## config.mk

```make
export PLATFORM = sky130hd
export DESIGN_NAME = ecc_point_mult
export DESIGN_NICKNAME = d
export VERILOG_FILES = /design/src/logic/ecc_pkg.sv /design/src/logic/gf_op_if.sv /design/src/logic/point_mult_sequencer.sv /design/src/logic/point_register_file.sv /design/src/logic/gf_arith_unit.sv /design/src/logic/ecc_point_mult.sv
export SDC_FILE = /design/constraint.sdc
export NUM_CORES = 1
export LEC_CHECK = 0
export BUFFER_PORTS_ARGS = -buffer_cell sky130_fd_sc_hd__buf_4
export CELL_PAD_IN_SITES_DETAIL_PLACEMENT = 0
export CELL_PAD_IN_SITES_GLOBAL_PLACEMENT = 2
export CORE_MARGIN = 2
export CORE_UTILIZATION = 30
export DETAILED_ROUTE_END_ITERATION = 10
export PLACE_DENSITY_LB_ADDON = 0.3
export SYNTH_ARGS = -nofsm -noshare
export SYNTH_HDL_FRONTEND = slang
export SYNTH_HIERARCHICAL = 1
export SYNTH_SLANG_ARGS = --single-unit
```

## constraint.sdc

```tcl
create_clock -name i_clk -period 6.6 [get_ports i_clk]
set_input_delay 1.32 -clock i_clk [delete_from_list [all_inputs] [get_ports i_clk]]
set_output_delay 1.32 -clock i_clk [all_outputs]
set_load 0.02 [all_outputs]
```

## src/logic/ecc_pkg.sv

```systemverilog
package ecc_pkg;

    localparam int FIELD_W   = 16;
    localparam int KEY_W     = 8;
    localparam int BIT_W     = $clog2(KEY_W - 1);     // index of the scanned key bit
    localparam int DBL_LEN   = 13;
    localparam int ADD_LEN   = 10;
    localparam int PC_W      = $clog2(DBL_LEN);
    localparam int MUL_CNT_W = $clog2(FIELD_W) + 1;

    typedef logic [FIELD_W-1:0] field_t;
    typedef logic [KEY_W-1:0]   key_t;

    typedef enum logic [1:0] {
        GF_ADD = 2'b00,
        GF_SUB = 2'b01,
        GF_MUL = 2'b10,
        GF_DIV = 2'b11
    } gf_opcode_e;

    // nine registers, so four select bits
    typedef enum logic [3:0] {
        REG_QX,
        REG_QY,
        REG_PX,
        REG_PY,
        REG_T1,
        REG_T2,
        REG_T3,
        REG_A,
        REG_ZERO                                    // reads as 0, for copies
    } reg_sel_e;

    typedef struct packed {
        gf_opcode_e opcode;
        reg_sel_e   src_a;
        reg_sel_e   src_b;
        reg_sel_e   dst;
    } micro_op_t;

    // Q = 2Q, slope kept in T1
    localparam micro_op_t DBL_PROG [DBL_LEN] = '{
        '{GF_MUL, REG_QX, REG_QX,   REG_T1},
        '{GF_ADD, REG_T1, REG_T1,   REG_T2},
        '{GF_ADD, REG_T2, REG_T1,   REG_T2},        // 3x^2
        '{GF_ADD, REG_T2, REG_A,    REG_T2},
        '{GF_ADD, REG_QY, REG_QY,   REG_T1},
        '{GF_DIV, REG_T2, REG_T1,   REG_T1},        // lambda
        '{GF_MUL, REG_T1, REG_T1,   REG_T2},
        '{GF_SUB, REG_T2, REG_QX,   REG_T2},
        '{GF_SUB, REG_T2, REG_QX,   REG_T3},        // new x
        '{GF_SUB, REG_QX, REG_T3,   REG_T2},
        '{GF_MUL, REG_T1, REG_T2,   REG_T2},
        '{GF_SUB, REG_T2, REG_QY,   REG_QY},
        '{GF_ADD, REG_T3, REG_ZERO, REG_QX}
    };

    // Q = Q + P
    localparam micro_op_t ADD_PROG [ADD_LEN] = '{
        '{GF_SUB, REG_PX, REG_QX,   REG_T1},
        '{GF_SUB, REG_PY, REG_QY,   REG_T2},
        '{GF_DIV, REG_T2, REG_T1,   REG_T1},        // lambda
        '{GF_MUL, REG_T1, REG_T1,   REG_T2},
        '{GF_SUB, REG_T2, REG_QX,   REG_T2},
        '{GF_SUB, REG_T2, REG_PX,   REG_T3},        // new x
        '{GF_SUB, REG_QX, REG_T3,   REG_T2},
        '{GF_MUL, REG_T1, REG_T2,   REG_T2},
        '{GF_SUB, REG_T2, REG_QY,   REG_QY},
        '{GF_ADD, REG_T3, REG_ZERO, REG_QX}
    };

endpackage

```

## src/logic/gf_op_if.sv

```systemverilog
interface gf_op_if import ecc_pkg::*; ();

    logic       req_valid;
    logic       req_ready;
    gf_opcode_e opcode;
    reg_sel_e   src_a_sel;
    reg_sel_e   src_b_sel;
    reg_sel_e   dst_sel;
    field_t     operand_a;
    field_t     operand_b;
    field_t     result;
    logic       rsp_valid;                          // one cycle, result valid with it

    modport sequencer (
        output req_valid,
        output opcode,
        output src_a_sel,
        output src_b_sel,
        output dst_sel,
        input  req_ready,
        input  rsp_valid
    );

    modport regfile (
        input  src_a_sel,
        input  src_b_sel,
        input  dst_sel,
        input  result,
        input  rsp_valid,
        output operand_a,
        output operand_b
    );

    modport arith (
        input  req_valid,
        input  opcode,
        input  operand_a,
        input  operand_b,
        output req_ready,
        output result,
        output rsp_valid
    );

endinterface

```

## src/logic/point_mult_sequencer.sv

```systemverilog
module point_mult_sequencer import ecc_pkg::*;
(
    input  logic        i_clk,
    input  logic        i_reset,
    input  logic        i_start,
    input  key_t        i_key,
    output logic        o_busy,
    output logic        o_done,
    gf_op_if.sequencer  op
);

    typedef enum logic [1:0] {
        ST_IDLE,
        ST_ISSUE,
        ST_WAIT
    } state_e;

    state_e            state;
    logic [KEY_W-2:0]  key_q;                       // msb always taken as 1
    logic [BIT_W-1:0]  bit_idx;
    logic [PC_W-1:0]   pc;
    logic              in_add;                      // running the addition program
    logic              done_q;
    micro_op_t         cur_op;
    logic              prog_end;
    logic              bit_end;

    always_comb
    begin
        if (in_add)
        begin
            cur_op = ADD_PROG[pc];
        end
        else
        begin
            cur_op = DBL_PROG[pc];
        end
    end

    always_comb
    begin
        if (in_add)
        begin
            prog_end = (pc == PC_W'(ADD_LEN - 1));
        end
        else
        begin
            prog_end = (pc == PC_W'(DBL_LEN - 1));
        end
    end

    // a zero bit ends after doubling
    assign bit_end = prog_end && (in_add || !key_q[bit_idx]);

    always_ff @(posedge i_clk or posedge i_reset)
    begin
        if (i_reset)
        begin
            state   <= ST_IDLE;
            key_q   <= '0;
            bit_idx <= '0;
            pc      <= '0;
            in_add  <= 1'b0;
            done_q  <= 1'b0;
        end
        else
        begin
            done_q <= 1'b0;
            case (state)
                ST_IDLE:
                begin
                    if (i_start)
                    begin
                        key_q   <= i_key[KEY_W-2:0];
                        bit_idx <= BIT_W'(KEY_W - 2);
                        pc      <= '0;
                        in_add  <= 1'b0;
                        state   <= ST_ISSUE;
                    end
                end
                ST_ISSUE:
                begin
                    if (op.req_ready)
                    begin
                        state <= ST_WAIT;           // accepted
                    end
                end
                ST_WAIT:
                begin
                    if (op.rsp_valid)
                    begin
                        if (!prog_end)
                        begin
                            pc    <= pc + 1'b1;
                            state <= ST_ISSUE;
                        end
                        else if (!bit_end)
                        begin
                            in_add <= 1'b1;         // bit set, add P
                            pc     <= '0;
                            state  <= ST_ISSUE;
                        end
                        else if (bit_idx != '0)
                        begin
                            bit_idx <= bit_idx - 1'b1;
                            in_add  <= 1'b0;
                            pc      <= '0;
                            state   <= ST_ISSUE;
                        end
                        else
                        begin
                            done_q <= 1'b1;
                            state  <= ST_IDLE;
                        end
                    end
                end
                default:
                begin
                    state <= ST_IDLE;
                end
            endcase
        end
    end

    assign op.req_valid = (state == ST_ISSUE);
    assign op.opcode    = cur_op.opcode;
    assign op.src_a_sel = cur_op.src_a;
    assign op.src_b_sel = cur_op.src_b;
    assign op.dst_sel   = cur_op.dst;

    assign o_busy = (state != ST_IDLE);
    assign o_done = done_q;

endmodule

```

## src/logic/point_register_file.sv

```systemverilog
module point_register_file import ecc_pkg::*;
(
    input  logic       i_clk,
    input  logic       i_reset,
    input  logic       i_load,
    input  field_t     i_px,
    input  field_t     i_py,
    input  field_t     i_a,
    output field_t     o_qx,
    output field_t     o_qy,
    gf_op_if.regfile   op
);

    field_t qx;
    field_t qy;
    field_t px;
    field_t py;
    field_t t1;
    field_t t2;
    field_t t3;
    field_t a_reg;

    function automatic field_t read_reg(reg_sel_e sel);
        case (sel)
            REG_QX:  return qx;
            REG_QY:  return qy;
            REG_PX:  return px;
            REG_PY:  return py;
            REG_T1:  return t1;
            REG_T2:  return t2;
            REG_T3:  return t3;
            REG_A:   return a_reg;
            default: return '0;                     // REG_ZERO
        endcase
    endfunction

    always_comb
    begin
        op.operand_a = read_reg(op.src_a_sel);
        op.operand_b = read_reg(op.src_b_sel);
    end

    // Q starts as P
    always_ff @(posedge i_clk or posedge i_reset)
    begin
        if (i_reset)
        begin
            qx <= '0;
            qy <= '0;
        end
        else if (i_load)
        begin
            qx <= i_px;
            qy <= i_py;
        end
        else if (op.rsp_valid && op.dst_sel == REG_QX)
        begin
            qx <= op.result;
        end
        else if (op.rsp_valid && op.dst_sel == REG_QY)
        begin
            qy <= op.result;
        end
    end

    always_ff @(posedge i_clk)
    begin
        if (i_load)
        begin
            px    <= i_px;
            py    <= i_py;
            a_reg <= i_a;
        end
        else if (op.rsp_valid)
        begin
            case (op.dst_sel)
                REG_T1:  t1 <= op.result;
                REG_T2:  t2 <= op.result;
                REG_T3:  t3 <= op.result;
                default: ;                          // Q handled above
            endcase
        end
    end

    assign o_qx = qx;
    assign o_qy = qy;

endmodule

```

## src/logic/gf_arith_unit.sv

```systemverilog
module gf_arith_unit import ecc_pkg::*;
(
    input  logic      i_clk,
    input  logic      i_reset,
    input  field_t    i_prime,
    gf_op_if.arith    op
);

    typedef enum logic [2:0] {
        ST_IDLE,
        ST_MUL,
        ST_EXP_CHK,
        ST_EXP_MUL,
        ST_EXP_SQR,
        ST_DIV_MUL
    } state_e;

    state_e                 state;
    logic                   accept;
    logic                   rsp_valid_q;
    field_t                 rsp_data;
    field_t                 exp_q;                  // remaining exponent bits
    field_t                 base_q;
    field_t                 pow_q;
    field_t                 div_a_q;
    field_t                 m_x;
    field_t                 m_y;
    field_t                 m_acc;
    logic [MUL_CNT_W-1:0]   m_cnt;
    logic                   eng_start;
    logic                   eng_idle;
    field_t                 eng_x;
    field_t                 eng_y;

    function automatic field_t add_mod(field_t a, field_t b, field_t p);
        logic [FIELD_W:0] sum;
        sum = {1'b0, a} + {1'b0, b};
        if (sum >= {1'b0, p})
            sum = sum - {1'b0, p};
        return sum[FIELD_W-1:0];
    endfunction

    function automatic field_t sub_mod(field_t a, field_t b, field_t p);
        field_t diff;
        diff = a - b;
        if (a < b)
            diff = diff + p;
        return diff;
    endfunction

    assign accept   = op.req_valid && op.req_ready;
    assign eng_idle = (m_cnt == '0);

    // multiplier operands for each step
    always_comb
    begin
        eng_start = 1'b0;
        eng_x     = base_q;
        eng_y     = base_q;
        case (state)
            ST_IDLE:
            begin
                if (accept && op.opcode == GF_MUL)
                begin
                    eng_start = 1'b1;
                    eng_x     = op.operand_a;
                    eng_y     = op.operand_b;
                end
            end
            ST_EXP_CHK:
            begin
                eng_start = 1'b1;
                if (exp_q == '0)
                begin
                    eng_x = pow_q;                  // final pow * a
                    eng_y = div_a_q;
                end
                else if (exp_q[0])
                begin
                    eng_x = pow_q;
                    eng_y = base_q;
                end
            end
            ST_EXP_MUL:
            begin
                eng_start = eng_idle;               // then square the base
            end
            default: ;
        endcase
    end

    always_ff @(posedge i_clk or posedge i_reset)
    begin
        if (i_reset)
        begin
            m_cnt <= '0;
        end
        else if (eng_start)
        begin
            m_cnt <= MUL_CNT_W'(FIELD_W);
        end
        else if (!eng_idle)
        begin
            m_cnt <= m_cnt - 1'b1;
        end
    end

    // msb first shift and add
    always_ff @(posedge i_clk)
    begin
        if (eng_start)
        begin
            m_x   <= eng_x;
            m_y   <= eng_y;
            m_acc <= '0;
        end
        else if (!eng_idle)
        begin
            m_acc <= add_mod(add_mod(m_acc, m_acc, i_prime),
                             m_y[FIELD_W-1] ? m_x : '0, i_prime);
            m_y   <= m_y << 1;
        end
    end

    always_ff @(posedge i_clk or posedge i_reset)
    begin
        if (i_reset)
        begin
            state       <= ST_IDLE;
            rsp_valid_q <= 1'b0;
        end
        else
        begin
            rsp_valid_q <= 1'b0;
            case (state)
                ST_IDLE:
                begin
                    if (accept)
                    begin
                        case (op.opcode)
                            GF_MUL:  state <= ST_MUL;
                            GF_DIV:  state <= ST_EXP_CHK;
                            default: rsp_valid_q <= 1'b1;
                        endcase
                    end
                end
                ST_EXP_CHK:
                begin
                    if (exp_q == '0)
                        state <= ST_DIV_MUL;
                    else if (exp_q[0])
                        state <= ST_EXP_MUL;
                    else
                        state <= ST_EXP_SQR;
                end
                ST_EXP_MUL:
                begin
                    if (eng_idle)
                        state <= ST_EXP_SQR;
                end
                ST_EXP_SQR:
                begin
                    if (eng_idle)
                        state <= ST_EXP_CHK;
                end
                default:
                begin
                    if (eng_idle)                   // ST_MUL and ST_DIV_MUL
                    begin
                        rsp_valid_q <= 1'b1;
                        state       <= ST_IDLE;
                    end
                end
            endcase
        end
    end

    always_ff @(posedge i_clk)
    begin
        case (state)
            ST_IDLE:
            begin
                if (accept)
                begin
                    if (op.opcode == GF_SUB)
                        rsp_data <= sub_mod(op.operand_a, op.operand_b, i_prime);
                    else
                        rsp_data <= add_mod(op.operand_a, op.operand_b, i_prime);
                    exp_q   <= i_prime - FIELD_W'(2);  // b^(p-2) is the inverse
                    base_q  <= op.operand_b;
                    pow_q   <= FIELD_W'(1);
                    div_a_q <= op.operand_a;
                end
            end
            ST_EXP_MUL:
            begin
                if (eng_idle)
                    pow_q <= m_acc;
            end
            ST_EXP_SQR:
            begin
                if (eng_idle)
                begin
                    base_q <= m_acc;
                    exp_q  <= exp_q >> 1;
                end
            end
            default:
            begin
                if (eng_idle && state != ST_EXP_CHK)
                    rsp_data <= m_acc;
            end
        endcase
    end

    assign op.req_ready = (state == ST_IDLE);
    assign op.result    = rsp_data;
    assign op.rsp_valid = rsp_valid_q;

endmodule

```

## src/logic/ecc_point_mult.sv

```systemverilog
module ecc_point_mult import ecc_pkg::*;
(
    input  logic    i_clk,
    input  logic    i_reset,
    input  logic    i_start,
    input  key_t    i_key,
    input  field_t  i_px,
    input  field_t  i_py,
    input  field_t  i_a,
    input  field_t  i_prime,
    output logic    o_busy,
    output logic    o_done,
    output field_t  o_qx,
    output field_t  o_qy
);

    logic load;

    gf_op_if op_bus ();

    assign load = i_start && !o_busy;               // start ignored while busy

    point_mult_sequencer i_point_mult_sequencer (
        .i_clk   (i_clk),
        .i_reset (i_reset),
        .i_start (i_start),
        .i_key   (i_key),
        .o_busy  (o_busy),
        .o_done  (o_done),
        .op      (op_bus.sequencer)
    );

    point_register_file i_point_register_file (
        .i_clk   (i_clk),
        .i_reset (i_reset),
        .i_load  (load),
        .i_px    (i_px),
        .i_py    (i_py),
        .i_a     (i_a),
        .o_qx    (o_qx),
        .o_qy    (o_qy),
        .op      (op_bus.regfile)
    );

    gf_arith_unit i_gf_arith_unit (
        .i_clk   (i_clk),
        .i_reset (i_reset),
        .i_prime (i_prime),
        .op      (op_bus.arith)
    );

endmodule

```

==> flow_summary.toml <==
[run_status]
status = "complete, but fails checks"
violations = "setup timing"

[routing]
initialDrtViolationCount = 1538
via_count = 19392
ant_nets = 0
vias_per_cell = 5.38
totalWireLength_um = 84400
drt_drc_violations_left = 0
dr.pass1.iters = 7
post_drt_wl_per_cell_um = 23.4

[logic_synthesis]
yosysTopAreaCell = "sky130_fd_sc_hd__edfxtp_1"
netlist_top_cells_count = "208 x sky130_fd_sc_hd__edfxtp_1, 159 x sky130_fd_sc_hd__nand2_1, 142 x sky130_fd_sc_hd__o21ai_0, 126 x sky130_fd_sc_hd__nor2_1, 124 x sky130_fd_sc_hd__ha_1"
syn_avg_cell_area_um2 = 9.64
synth-edff-count = 208
synth_seq_cells = 283
postSynth.asyncResetShare_pct = 20.8
synthDistinctLibCells = 93
synthCells = 2132
synth_simple_gate_area_share_pct = 18.9
synthMostInstantiatedCell = "sky130_fd_sc_hd__edfxtp_1"
syn-cell-area_mm2 = 0.0205
dominant_combinational_cell_family_by_area_after_synthesis = "simple AND/OR/NAND/NOR gates"
yosysWarningCount = 6
post_synth_xor_area_fraction_pct = 4.09
yosys_most_used_dff = "sky130_fd_sc_hd__edfxtp_1"
synth_fa_ha_area_share_pct = 8.23
seq_area_frac_synth_pct = 39.1
synth.mux.area_fraction_pct = 6.47
post_synth_main_area_contributors = "sky130_fd_sc_hd__edfxtp_1 30%, sky130_fd_sc_hd__ha_1 7.6%, sky130_fd_sc_hd__dfrtp_1 7.2%"
synth_compound_gate_area_share_pct = 18.6
synth_top_area_share_pct = 30.4

[global_route]
first_global_vias = 19454
pin_count_of_the_biggest_net_entering_global_routing = 118
grt_use_total_pct = 23.3
grt_remaining_overflow = 0
global_route_wire_length_before_repair_um = 124000
antenna_found_initial = 2

[final_layout]
area_delta_synth_final_pct = 40.1
final_layout_size_suffix_gt1_share_pct = 34.2
n_antenna_cell = 0
final_cell_area_mm2 = 0.0288
final_core_util_pct = 42.6
final-instance-count-excl-fill = 3604
final_net_count = 2910

[floorplan]
die_width_um = 266
dieArea_mm2 = 0.0706
io_pins = 109
initial_utilization_pct = 30.4
die_height_um = 266
floorplan.core_area_mm2 = 0.0675
rows = 95

[run]
max-cap-violations = 0

[clock_tree]
clock-sinks = 283
clk_path_buf_depth = 3
h_tree_level_count = 2
clockRootBuffer = "sky130_fd_sc_hd__clkbuf_16"
clk_pin_slew_ns = 0.05
worstSkewPairLatency_ns = 0.60
clock_tree_from_tritoncts = "built"
numCtsBuffers = 37

[sta]
worst_pin_slew_ns = 1.08
finClkSkew_ns = 0.0419
setup_viol = 17
setup_repair_after_global_routing_missed_its_margin = "yes"
maxSlewViolCount = 0
report.final.hold_viol_count = 0
final_period_minus_worst_setup_slack_ns = 6.81
slew-limit-headroom_pct = 27.9
timing.fmax_mhz = 147
layout_worst_path_cycle_share_pct = 103
worst_slack_ns = -0.211

[worst_setup_path]
timing.critical_path.slowest_stage_cell = "sky130_fd_sc_hd__a211o_1"
max_stage_delay_ns = 0.35
worst_ep_arrival_time_ns = 7.23
critPathCaptureType = "flop"
criticalPathCategory = "input pin to flop"
crit_fanout = 5
start_kind = "input pin"
critical_path_required_ns = 7.02

[placement]
postPlaceCellArea_mm2 = 0.0258
pre_cts_slack_ns = -0.889
place.gp.congestion = 0.880
dp.final_hpwl_um = 64000
placed_cell_count = 3461
io_buffers = 107

[worst_hold_path]
worstHoldPathType = "flop to flop"
## layout by cell type (no fill, tap or decap), drive strengths merged, types with 24 or more instances in the layout
| cell | Yosys | final |
|---|---|---|
| o21ai | 164 | 164 |
| o21bai | 24 | 24 |
| buf | 29 | 653 |
| dfrtp | 59 | 59 |
| nand2 | 160 | 160 |
| inv | 111 | 114 |
| mux2i | 44 | 44 |
| nor3 | 31 | 31 |
| mux2 | 77 | 77 |
| edfxtp | 208 | 208 |
| a21o | 26 | 26 |
| nor2 | 129 | 129 |
| xnor2 | 72 | 72 |
| and3 | 55 | 55 |
| nor3b | 34 | 34 |
| nor2b | 32 | 32 |
| clkbuf | 95 | 52 |
| xor2 | 24 | 24 |
| nand3 | 26 | 26 |
| ha | 124 | 124 |
| a22oi | 34 | 34 |
| and3b | 67 | 67 |
| a21oi | 124 | 124 |
| nand4 | 45 | 45 |
## routing by layer
layer  global-route usage [%]  vias to the layer above  wire length [um]
met4                     6.45                        0              2290
met3                     2.42                      108              3570
met2                     39.4                      479             40000
met5                        0                        -                 0
li1                         -                     9159                 -
met1                     31.6                     9646             38600
## repair_timing
action,in CTS,in global routing
endpoints found under the hold margin,0,0
cloned,3,2
hold buffers,0,0
pin swaps,68,81
gates resized for setup,98,145
setup endpoints to repair,32,32
buffers inserted,45,32
## critical path: cells and delay by family
kind                       cells  cell delay (ns)
adders and majority gates      3             0.72
AOI/OAI and AO/OA             16             3.52
muxes                          2             0.50
and+or+nand+nor                2             0.19
xor gates and xnor gates       1             0.14
buffers and inverters          6             0.80
## final timing paths
kind	startpoint	to	slack [ns]	cells past startpoint
max in group asynchronous	i_reset	i_point_mult_sequencer/pc[0]$_DFFE_PP0P_	5.18	2
min	i_point_mult_sequencer/key_q[1]$_DFFE_PP0P_	i_point_mult_sequencer/key_q[1]$_DFFE_PP0P_	0.48	1
max reg2reg	i_point_mult_sequencer/pc[3]$_DFFE_PP0P_	i_gf_arith_unit/op.result[8]$_DFFE_PP_	-0.08	27
min in group asynchronous	i_reset	i_gf_arith_unit/state[0]$_DFFE_PP0P_	0.78	2
min reg2reg	i_point_mult_sequencer/key_q[1]$_DFFE_PP0P_	i_point_mult_sequencer/key_q[1]$_DFFE_PP0P_	0.48	1
max	i_prime[1]	i_gf_arith_unit/m_acc[14]$_SDFFE_PP0N_	-0.21	30
## metrics by stage
stage / TNS [ns] / hold slack [ns]
3_5_place_dp: -21.93 / 0.476
5_1_grt: -8.76 / 0.508
6_report: -2.41 / 0.481
3_3_place_gp: -20.56 / 0.474
2_1_floorplan: -8.63 / 0.457
4_1_cts: -1.46 / 0.489
## area by class of cell
type,instances,area (um^2)
fillers,6573,38700
multi-input cells,1614,12700
flip-flops and latches,283,8050
repair buffers,655,5280
well taps,873,1090
clock buffers,50,1000
inverters,113,428
clock inverters,16,248
## cells by family (layout without fill, tap and decap cells)
family | Yosys count | after routing
flops | 283 | 283
buf+inv | 237 | 834
compound gates | 572 | 573
simple gates | 690 | 690
fa+ha+maj | 131 | 131
other cells | 1 | 2
mux | 122 | 122
xor+xnor | 96 | 96
Power is left out: the tool's default activity adds up to more than one toggle a clock period on the data nets, which glitch-free logic cannot reach.
